[src/source/proximity_pkg.sv]
package proximity_pkg;

	// ------------------------------------------------------------
	// Ranging timing, all in CLOCK_50 cycles
	// ------------------------------------------------------------

	// Echo round trip per millimetre at 343 m/s
	localparam int unsigned CYCLES_PER_MM = 291;
	// 10 us trigger pulse
	localparam int unsigned TRIG_CYCLES = 500;
	// Longest wait from trigger fall to echo rise
	localparam int unsigned ECHO_WAIT_CYCLES = 25000;
	// Quiet time on the shared acoustic channel
	localparam int unsigned PING_GAP_CYCLES = 50000;

	// Distance range
	localparam int unsigned MAX_RANGE_MM = 4000;
	localparam int unsigned DIST_W = 12;

	// Sensors, 0 is front and 1 is back
	localparam int unsigned SENSOR_COUNT = 2;
	localparam int unsigned FRONT_THRESHOLD_MM = 1000;
	localparam int unsigned BACK_THRESHOLD_MM = 500;

	// Counter widths
	localparam int unsigned PING_CNT_W = $clog2(ECHO_WAIT_CYCLES);
	localparam int unsigned MM_SUB_W = $clog2(CYCLES_PER_MM);
	localparam int unsigned GAP_CNT_W = $clog2(PING_GAP_CYCLES);
	localparam int unsigned SENSOR_W = $clog2(SENSOR_COUNT);

	// ------------------------------------------------------------
	// Seven-segment table, active low, bit order g f e d c b a
	// ------------------------------------------------------------
	function automatic logic [6:0] seg7(input logic [3:0] digit);
		case (digit)
			4'd0: return 7'b1000000;
			4'd1: return 7'b1111001;
			4'd2: return 7'b0100100;
			4'd3: return 7'b0110000;
			4'd4: return 7'b0011001;
			4'd5: return 7'b0010010;
			4'd6: return 7'b0000010;
			4'd7: return 7'b1111000;
			4'd8: return 7'b0000000;
			4'd9: return 7'b0010000;
			// Blank for anything outside BCD
			default: return 7'b1111111;
		endcase
	endfunction

endpackage

[src/source/ping_bus_if.sv]
interface ping_bus_if import proximity_pkg::*; ();

	// Ping permission, level held by the arbiter
	logic grant;
	// One-cycle end-of-ping strobe from the ranger
	logic valid;
	// Result, held until the next valid
	logic [DIST_W-1:0] distance_mm;
	// No echo seen, only meaningful with valid
	logic no_echo;

	// Sensor side
	modport ranger (
		input  grant,
		output valid,
		output distance_mm,
		output no_echo
	);

	// Channel owner
	modport arbiter (
		output grant,
		input  valid
	);

	// Result consumers
	modport monitor (
		input valid,
		input distance_mm,
		input no_echo
	);

endinterface

[src/source/sonar_range.sv]
module sonar_range import proximity_pkg::*; (
	input  logic CLOCK_50,
	input  logic reset,
	input  logic echo,
	output logic trig,
	ping_bus_if.ranger bus
);

	typedef enum logic [2:0] {
		ST_IDLE,
		ST_TRIG,
		ST_WAIT,
		ST_MEASURE,
		ST_REPORT
	} state_t;

	state_t state;

	// Grant edge detect
	logic grant_q;
	logic grant_rise;

	// Shared trigger and echo-wait counter
	logic [PING_CNT_W-1:0] cnt;
	logic trig_done;
	logic wait_done;

	// Millimetre counting, sub-counter instead of a divider
	logic [MM_SUB_W-1:0] sub_cnt;
	logic [DIST_W-1:0] mm_cnt;
	logic mm_tick;
	logic mm_full;

	assign grant_rise = bus.grant && !grant_q;
	assign trig_done = (cnt == PING_CNT_W'(TRIG_CYCLES - 1));
	assign wait_done = (cnt == PING_CNT_W'(ECHO_WAIT_CYCLES - 1));
	assign mm_tick = (sub_cnt == MM_SUB_W'(CYCLES_PER_MM - 1));
	assign mm_full = (mm_cnt == DIST_W'(MAX_RANGE_MM));

	// Strobe decoded from state
	assign bus.valid = (state == ST_REPORT);

	// ------------------------------------------------------------
	// Ping sequencer
	// ------------------------------------------------------------
	always_ff @(posedge CLOCK_50 or negedge reset) begin
		if (!reset) begin
			state <= ST_IDLE;
			grant_q <= 1'b0;
			trig <= 1'b0;
			cnt <= '0;
			sub_cnt <= '0;
			mm_cnt <= '0;
		end else begin
			grant_q <= bus.grant;
			case (state)
				ST_IDLE: begin
					// One ping per grant edge
					if (grant_rise) begin
						state <= ST_TRIG;
						trig <= 1'b1;
						cnt <= '0;
					end
				end
				ST_TRIG: begin
					if (trig_done) begin
						state <= ST_WAIT;
						trig <= 1'b0;
						cnt <= '0;
					end else begin
						cnt <= cnt + 1'b1;
					end
				end
				ST_WAIT: begin
					if (echo) begin
						state <= ST_MEASURE;
						sub_cnt <= '0;
						mm_cnt <= '0;
					end else if (wait_done) begin
						// Timed out, nothing in range
						state <= ST_REPORT;
					end else begin
						cnt <= cnt + 1'b1;
					end
				end
				ST_MEASURE: begin
					// Echo fall or range limit ends the ping
					if (!echo || mm_full) begin
						state <= ST_REPORT;
					end else if (mm_tick) begin
						sub_cnt <= '0;
						mm_cnt <= mm_cnt + 1'b1;
					end else begin
						sub_cnt <= sub_cnt + 1'b1;
					end
				end
				ST_REPORT: begin
					state <= ST_IDLE;
				end
				default: begin
					state <= ST_IDLE;
					trig <= 1'b0;
				end
			endcase
		end
	end

	// ------------------------------------------------------------
	// Result word, loaded on the way into report
	// ------------------------------------------------------------
	always_ff @(posedge CLOCK_50) begin
		if (state == ST_WAIT && !echo && wait_done) begin
			bus.distance_mm <= DIST_W'(MAX_RANGE_MM);
			bus.no_echo <= 1'b1;
		end else if (state == ST_MEASURE && (!echo || mm_full)) begin
			// Saturated count already equals MAX_RANGE_MM
			bus.distance_mm <= mm_cnt;
			bus.no_echo <= 1'b0;
		end
	end

endmodule

[src/source/ping_arbiter.sv]
module ping_arbiter import proximity_pkg::*; (
	input logic CLOCK_50,
	input logic reset,
	ping_bus_if.arbiter bus [SENSOR_COUNT]
);

	// Flattened view of the interface array
	logic [SENSOR_COUNT-1:0] grant_vec;
	logic [SENSOR_COUNT-1:0] valid_vec;

	// Round-robin pointer, front first
	logic [SENSOR_W-1:0] ptr;
	logic [SENSOR_W-1:0] ptr_next;

	// Quiet gap timer
	logic [GAP_CNT_W-1:0] gap_cnt;
	logic gap_done;

	for (genvar i = 0; i < SENSOR_COUNT; i++) begin : g_port
		assign bus[i].grant = grant_vec[i];
		assign valid_vec[i] = bus[i].valid;
	end

	assign ptr_next = (ptr == SENSOR_W'(SENSOR_COUNT - 1)) ? '0 : ptr + 1'b1;
	assign gap_done = (gap_cnt == GAP_CNT_W'(PING_GAP_CYCLES - 1));

	// ------------------------------------------------------------
	// Grant sequencing
	// ------------------------------------------------------------
	always_ff @(posedge CLOCK_50 or negedge reset) begin
		if (!reset) begin
			grant_vec <= '0;
			ptr <= '0;
			gap_cnt <= '0;
		end else if (|grant_vec) begin
			// Ping in flight, release on its valid
			if (valid_vec[ptr]) begin
				grant_vec <= '0;
				gap_cnt <= '0;
				ptr <= ptr_next;
			end
		end else if (gap_done) begin
			// Channel quiet long enough
			grant_vec <= SENSOR_COUNT'(1) << ptr;
			gap_cnt <= '0;
		end else begin
			gap_cnt <= gap_cnt + 1'b1;
		end
	end

endmodule

[src/source/obstacle_detect.sv]
module obstacle_detect import proximity_pkg::*; #(
	parameter int unsigned THRESHOLD_MM = 1000
) (
	input  logic CLOCK_50,
	input  logic reset,
	ping_bus_if.monitor result,
	output logic [DIST_W-1:0] latched_mm,
	output logic stop
);

	logic too_close;

	// Closer than the limit with a real echo
	assign too_close = !result.no_echo
		&& (result.distance_mm < DIST_W'(THRESHOLD_MM));

	// ------------------------------------------------------------
	// Latch on each completed ping
	// ------------------------------------------------------------
	always_ff @(posedge CLOCK_50 or negedge reset) begin
		if (!reset) begin
			latched_mm <= '0;
			stop <= 1'b0;
		end else if (result.valid) begin
			latched_mm <= result.distance_mm;
			// Clears again once the path is open
			stop <= too_close;
		end
	end

endmodule

[src/source/hex_display.sv]
module hex_display import proximity_pkg::*; (
	input  logic CLOCK_50,
	input  logic reset,
	input  logic [DIST_W-1:0] value,
	output logic [6:0] digit0,
	output logic [6:0] digit1,
	output logic [6:0] digit2,
	output logic [6:0] digit3
);

	// BCD field above the binary field
	logic [DIST_W+15:0] shift;
	logic [15:0] bcd;

	// ------------------------------------------------------------
	// Double dabble, unrolled
	// ------------------------------------------------------------
	always_comb begin
		shift = '0;
		shift[DIST_W-1:0] = value;
		for (int i = 0; i < DIST_W; i++) begin
			// Add 3 to any digit of 5 or more
			for (int d = 0; d < 4; d++) begin
				if (shift[DIST_W + 4*d +: 4] >= 4'd5) begin
					shift[DIST_W + 4*d +: 4] = shift[DIST_W + 4*d +: 4] + 4'd3;
				end
			end
			shift = shift << 1;
		end
		bcd = shift[DIST_W +: 16];
	end

	// ------------------------------------------------------------
	// Segment registers
	// ------------------------------------------------------------
	always_ff @(posedge CLOCK_50 or negedge reset) begin
		if (!reset) begin
			// Show 0000 out of reset
			digit0 <= seg7(4'd0);
			digit1 <= seg7(4'd0);
			digit2 <= seg7(4'd0);
			digit3 <= seg7(4'd0);
		end else begin
			digit0 <= seg7(bcd[3:0]);
			digit1 <= seg7(bcd[7:4]);
			digit2 <= seg7(bcd[11:8]);
			digit3 <= seg7(bcd[15:12]);
		end
	end

endmodule

[src/source/proximity_top.sv]
module proximity_top import proximity_pkg::*; (
	input  logic CLOCK_50,
	input  logic reset,
	input  logic echo_front,
	input  logic echo_back,
	output logic trig_front,
	output logic trig_back,
	output logic [6:0] hex0,
	output logic [6:0] hex1,
	output logic [6:0] hex2,
	output logic [6:0] hex3,
	output logic [6:0] hex4,
	output logic [6:0] hex5,
	output logic [6:0] hex6,
	output logic [6:0] hex7,
	output logic [17:0] ledr
);

	// One bus per ranger, 0 front and 1 back
	ping_bus_if ping_bus [SENSOR_COUNT] ();

	logic [DIST_W-1:0] latched_front;
	logic [DIST_W-1:0] latched_back;
	logic stop_front;
	logic stop_back;

	// ------------------------------------------------------------
	// Rangers and channel arbitration
	// ------------------------------------------------------------
	sonar_range u_range_front (
		.CLOCK_50 (CLOCK_50),
		.reset    (reset),
		.echo     (echo_front),
		.trig     (trig_front),
		.bus      (ping_bus[0])
	);

	sonar_range u_range_back (
		.CLOCK_50 (CLOCK_50),
		.reset    (reset),
		.echo     (echo_back),
		.trig     (trig_back),
		.bus      (ping_bus[1])
	);

	ping_arbiter u_arbiter (
		.CLOCK_50 (CLOCK_50),
		.reset    (reset),
		.bus      (ping_bus)
	);

	// ------------------------------------------------------------
	// Obstacle flags, per-sensor limits
	// ------------------------------------------------------------
	obstacle_detect #(.THRESHOLD_MM(FRONT_THRESHOLD_MM)) u_detect_front (
		.CLOCK_50   (CLOCK_50),
		.reset      (reset),
		.result     (ping_bus[0]),
		.latched_mm (latched_front),
		.stop       (stop_front)
	);

	obstacle_detect #(.THRESHOLD_MM(BACK_THRESHOLD_MM)) u_detect_back (
		.CLOCK_50   (CLOCK_50),
		.reset      (reset),
		.result     (ping_bus[1]),
		.latched_mm (latched_back),
		.stop       (stop_back)
	);

	// ------------------------------------------------------------
	// Displays, low digit on hex0 and hex4
	// ------------------------------------------------------------
	hex_display u_display_front (
		.CLOCK_50 (CLOCK_50),
		.reset    (reset),
		.value    (latched_front),
		.digit0   (hex0),
		.digit1   (hex1),
		.digit2   (hex2),
		.digit3   (hex3)
	);

	hex_display u_display_back (
		.CLOCK_50 (CLOCK_50),
		.reset    (reset),
		.value    (latched_back),
		.digit0   (hex4),
		.digit1   (hex5),
		.digit2   (hex6),
		.digit3   (hex7)
	);

	// Status LEDs
	assign ledr[17] = stop_front;
	assign ledr[16] = stop_back;
	// Ping in progress on either sensor
	assign ledr[15] = ping_bus[0].grant | ping_bus[1].grant;
	assign ledr[14:0] = '0;

endmodule

[config.mk]
export PLATFORM = sky130hd
export DESIGN_NAME = proximity_top
export DESIGN_NICKNAME = d
export VERILOG_FILES = /design/src/source/proximity_pkg.sv /design/src/source/ping_bus_if.sv /design/src/source/sonar_range.sv /design/src/source/ping_arbiter.sv /design/src/source/obstacle_detect.sv /design/src/source/hex_display.sv /design/src/source/proximity_top.sv
export SDC_FILE = /design/constraint.sdc
export NUM_CORES = 1
export LEC_CHECK = 0
export BUFFER_PORTS_ARGS = -buffer_cell sky130_fd_sc_hd__buf_4
export CAP_MARGIN = 20
export CORE_MARGIN = 4
export CORE_UTILIZATION = 40
export DETAILED_ROUTE_END_ITERATION = 8
export HOLD_SLACK_MARGIN = 0.06
export PLACE_DENSITY_LB_ADDON = 0.2
export SLEW_MARGIN = 20
export SYNTH_ARGS = -nofsm -noshare
export SYNTH_HDL_FRONTEND = slang
export SYNTH_SLANG_ARGS = --single-unit
[constraint.sdc]
create_clock -name CLOCK_50 -period 9.1 [get_ports CLOCK_50]
set_input_delay 1.365 -clock CLOCK_50 [delete_from_list [all_inputs] [get_ports CLOCK_50]]
set_output_delay 1.365 -clock CLOCK_50 [all_outputs]
set_load 0.01 [all_outputs]
==> out/qor_table.md <==
| Step | Parameter | Reported |
|---|---|---|
| synth | Post-synthesis instance area | 0.01564 mm² |
| synth | Post-synthesis area per instance | 8.267 µm² |
| layout | Core Util, Final | 46.62% |
| synth | Sequential share of the synthesized area | 32.67% |
| synth | Flip-flop cell with the highest count after synthesis | sky130_fd_sc_hd__dfrtp_1 |
| synth | Cells after Synth | 1892 |
| clocking | Number of buffers created by CTS | 25 |
| floorplanning | Die boundary width | 205.7 µm |
| global route | Wire length of the first global-routing pass | 61830 µm |
| synth | Count of flip-flops with a built-in enable after synthesis | 0 |
| timing | Number of max-slew violations in the final report | 0 |
| layout | Count of antenna diodes in the layout | 0 |
| status | Run status | finished clean |
| drt | Number of DRC violations after detailed-routing iteration 0 | 842 |
| setup path | WP data arrival | 9.06 ns |
| setup path | Source of the worst register-to-register timing path | u_detect_back.latched_mm[10] |
| worst hold path | Terminating pin of the worst hold path | u_range_back.grant_q |
| drt | Vias | 14104 |
| global route | Pin count of the biggest net entering global routing | 114 |
| floorplanning | Die Outline Area | 0.04233 mm² |
| power | Power per standard cell area | 109.2 mW/mm² |
| synth | Synth cell types | 120 |
| power | Peak supply drop | 0.00009905 V |
| global route | Number of global-route vias before repair | 12967 |
| clocking | Clock latency reported for the late side of the worst-skew pair | 0.55 ns |
| global route | Total congestion overflow | 0 |
| timing | Final setup viols | 0 |
| drt | Detailed Routing Iterations Pass 1 | 5 |
| layout | # fillers | 3744 |
| layout | Sequential cell area | 0.005112 mm² |
| clocking | CTS clock-pin slew for the worst setup and hold paths | 0.06 ns |
| setup path | CP max FO | 11 |
| clocking | Number of H-tree levels | 1 |
| layout | Layout Area Growth over Synthesis | 15.18% |
| drt | Final routed wirelength across all metal layers | 37290 µm |
| floorplanning | Vert. Die Dim | 205.7 µm |
| place | Number of buffers added on ports | 64 |
| place | Half-perimeter wire length after detailed placement | 26160 µm |
| timing | Highest clock rate | 116.2 MHz |
| synth | Area share of the leading cell type in the synthesized netlist | 28.00% |
| place | Number of instances in the placed design | 2445 |
| timing | Worst-Margin Slew | 1.039 ns |
| clocking | Largest buffer count on any clock path | 3 |
| synth | Fraction of registers with async set/reset | 87.56% |
| synth | Yosys reg bits | 209 |
| setup path | Largest delay share family, worst path | compound AO/OA/AOI/OAI gates |
| setup path | Sort of element at the end of the critical path | flop |
| layout | Share of final-layout standard cells stronger than drive strength 1 | 16.73% |
| setup path | Cell repeated most along the worst path | sky130_fd_sc_hd__ha_1 |
| drt | Number of DRC violations after detailed routing | 0 |
| layout | Final cell count without fillers | 2514 |
| synth | Synthesis warning total | 0 |
| job | Max capacitance violation total | 0 |
| place | RePlAce Congestion | 0.8687 |
| floorplanning | Placeable core region | 0.03865 mm² |
| setup path | Slowest Stage Delay on Critical Path | 0.40 ns |
| timing | Hold violation count in the final report | 0 |
| layout | Multi-input combinational cell area | 0.01007 mm² |
| setup path | Required time of the worst setup path | 9.56 ns |
| clocking | CTS tree | done |
| setup path | CP max-delay cell | sky130_fd_sc_hd__dfrtp_1 |
| setup path | Combined buffer and inverter count along the critical path | 8 |
| synth | Cell taking the most area after synthesis | sky130_fd_sc_hd__dfrtp_1 |
| layout | Fin nets | 2041 |
| power | Leakage dissipation | 8.116 nW |
| timing | Max_slew headroom | 30.14% |
| timing | Final setup skew | 0.01002 ns |
| drt | Vias/cell | 5.610 |
| floorplanning | Boundary Pins | 80 |
| floorplanning | Initial standard-cell utilization of the core | 40.47% |
| floorplanning | Total number of placement rows | 72 |
| setup path | Worst Setup Path Type | flop to flop |
| worst hold path | WHS Path Cells | 0 |
| synth | Top post-synthesis cells by area | sky130_fd_sc_hd__dfrtp_1 (28%), sky130_fd_sc_hd__o21ai_0 (5.0%), sky130_fd_sc_hd__ha_1 (4.8%), sky130_fd_sc_hd__nor2_1 (4.6%), sky130_fd_sc_hd__nand2_1 (4.3%) |
| setup path | Setup slack, reg-to-reg | 0.50 ns |
| global route | Overall global routing resource usage | 16.98% |
| drt | Antenna-violating nets left | 0 |
| clocking | Clock Tree Root | sky130_fd_sc_hd__clkbuf_16 |
| drt | WL per Instance | 14.83 µm |
| clocking | Clk sink count | 209 |
| setup path | Terminus of the critical flop-to-flop path | u_display_back.digit2[3] |
| timing | Fin Setup TNS | 0 ns |
| worst hold path | Min-Delay Startpoint | u_arbiter.grant_vec[1] |
| global route | Antenna violations before repair | 0 |
| setup path | Element type at the critical path start | flop |
| timing | Final worst path period share | 94.54% |
| timing | Crit path time final | 8.603 ns |
| worst hold path | Path category of the worst min-delay check | flop to flop |
| setup path | Worst reg-to-reg path cell count | 41 |
[state kept, by name (all words and copies together), names as in the netlist, 9 cells and up]
signal and cells:
u_range_front.cnt 15, u_detect_front.latched_mm 12, u_range_front.sub_cnt 9, u_detect_back.latched_mm 12
u_range_back.mm_cnt 12, u_range_front.mm_cnt 12, u_range_back.bus.distance_mm 12, u_range_front.bus.distance_mm 12
u_arbiter.gap_cnt 16, u_range_back.cnt 15, u_range_back.sub_cnt 9
[routing by layer]
metal	up-vias	track usage [%]	wire [µm]
met2	254	27.80	17000
met5	-	0	0
li1	7097	-	-
met4	0	4.163	694
met3	46	2.364	1533
met1	6707	23.80	18060
[cells in the mapped netlist (all sizes together) (23+ instances only)]
library cell and n:
a21oi 104, a31oi 32, and2 23, buf 32, clkbuf 56, dfrtp 175, dfxtp 26, ha 60
inv 87, mux2 31, mux2i 44, nand2 183, nand2b 23, nand3 63, nand4 32, nor2 193
nor2b 32, nor3 53, o211ai 24, o21ai 174, o22ai 23, or3 26, xnor2 39, xor2 31
[final cells by class]
cell class | count | area share (%)
Clock buffer | 37 | 3.889
Clock inverter | 9 | 0.6459
Inverter | 93 | 1.952
Multi-Input combinational cell | 1516 | 55.89
Sequential cell | 209 | 28.38
Tap cell | 518 | 3.597
Timing Repair Buffer | 132 | 5.646
[how the worst max path moves through the flow]
stage	start	end	slack, ns	cells after the start
floorplan	u_detect_back.latched_mm[9]	u_display_back.digit3[0]	0.31	39
global placement	u_detect_back.latched_mm[10]	u_display_back.digit2[5]	0.20	45
detailed placement	u_detect_front.latched_mm[9]	u_display_front.digit1[3]	-0.19	47
CTS	u_detect_back.latched_mm[10]	u_display_back.digit2[4]	0.03	45
global route	u_detect_back.latched_mm[10]	u_display_back.digit1[1]	-0.08	43
finish	u_detect_back.latched_mm[10]	u_display_back.digit2[3]	0.50	41
[logic make-up after synthesis]
logic type | share of synthesized area, %
multiplexers | 5.407
flip-flops | 32.67
XOR/XNOR | 4.304
adder cells (fa/ha/maj) | 5.064
AO/OA/AOI/OAI | 25.45
buffers and inverters | 4.880
AND/OR/NAND/NOR | 22.21
other | 0.02398
[per-stage QoR]
step           setup WS, ns  power (mW)  hold WS, ns  area (µm²)
6_report             0.4972       1.967       0.4240       18020
4_1_cts             0.02847       2.004       0.4274       17620
3_3_place_gp         0.2012      0.9767       0.4125       16760
5_1_grt            -0.08119       2.047       0.4494       18020
3_5_place_dp        -0.1862      0.9773       0.4162       16760
2_1_floorplan        0.3123      0.9606       0.3873       15690
[timing repair]
item                                    CTS  global route
endpoints found under the setup margin   14            42
gates resized for setup                   4            51
hold buffers                              0             0
pin swaps                                 3            18
buffers inserted                          3            19
hold endpoints to repair                  0             0
[cell usage in the layout (no fill, tap or decap), types with 8 or more instances in the layout]
master / instances
sky130_fd_sc_hd__nor3_1: 46
sky130_fd_sc_hd__dfxtp_1: 26
sky130_fd_sc_hd__nor2b_1: 31
sky130_fd_sc_hd__nand3_1: 62
sky130_fd_sc_hd__o21ai_1: 15
sky130_fd_sc_hd__or2_2: 11
sky130_fd_sc_hd__nand2_1: 177
sky130_fd_sc_hd__dfstp_2: 8
sky130_fd_sc_hd__a211o_1: 18
sky130_fd_sc_hd__o22ai_1: 22
sky130_fd_sc_hd__dfrtp_1: 173
sky130_fd_sc_hd__mux2i_1: 37
sky130_fd_sc_hd__a21oi_1: 93
sky130_fd_sc_hd__o211ai_1: 21
sky130_fd_sc_hd__o31ai_1: 20
sky130_fd_sc_hd__inv_1: 78
sky130_fd_sc_hd__buf_4: 130
sky130_fd_sc_hd__nor2_1: 191
sky130_fd_sc_hd__a211oi_1: 16
sky130_fd_sc_hd__conb_1: 15
sky130_fd_sc_hd__o21ai_0: 155
sky130_fd_sc_hd__clkbuf_16: 25
sky130_fd_sc_hd__nand2b_1: 22
sky130_fd_sc_hd__nor4_1: 9
sky130_fd_sc_hd__inv_2: 8
sky130_fd_sc_hd__clkbuf_1: 9
sky130_fd_sc_hd__xor2_1: 30
sky130_fd_sc_hd__a21o_1: 17
sky130_fd_sc_hd__a31oi_1: 30
sky130_fd_sc_hd__nand4_1: 32
sky130_fd_sc_hd__xnor2_1: 32
sky130_fd_sc_hd__and3_1: 22
sky130_fd_sc_hd__or3_1: 24
sky130_fd_sc_hd__ha_1: 54
sky130_fd_sc_hd__nor3b_1: 9
sky130_fd_sc_hd__and2_1: 21
sky130_fd_sc_hd__mux2_2: 29
[power breakdown]
group,switching [mW],internal (mW),leakage (nW)
clock network,0.413,0.594,0.399
logic,0.0225,0.00482,5.06
registers,0.00204,0.931,2.66
No activity file was read; power rests on OpenSTA's default activity.
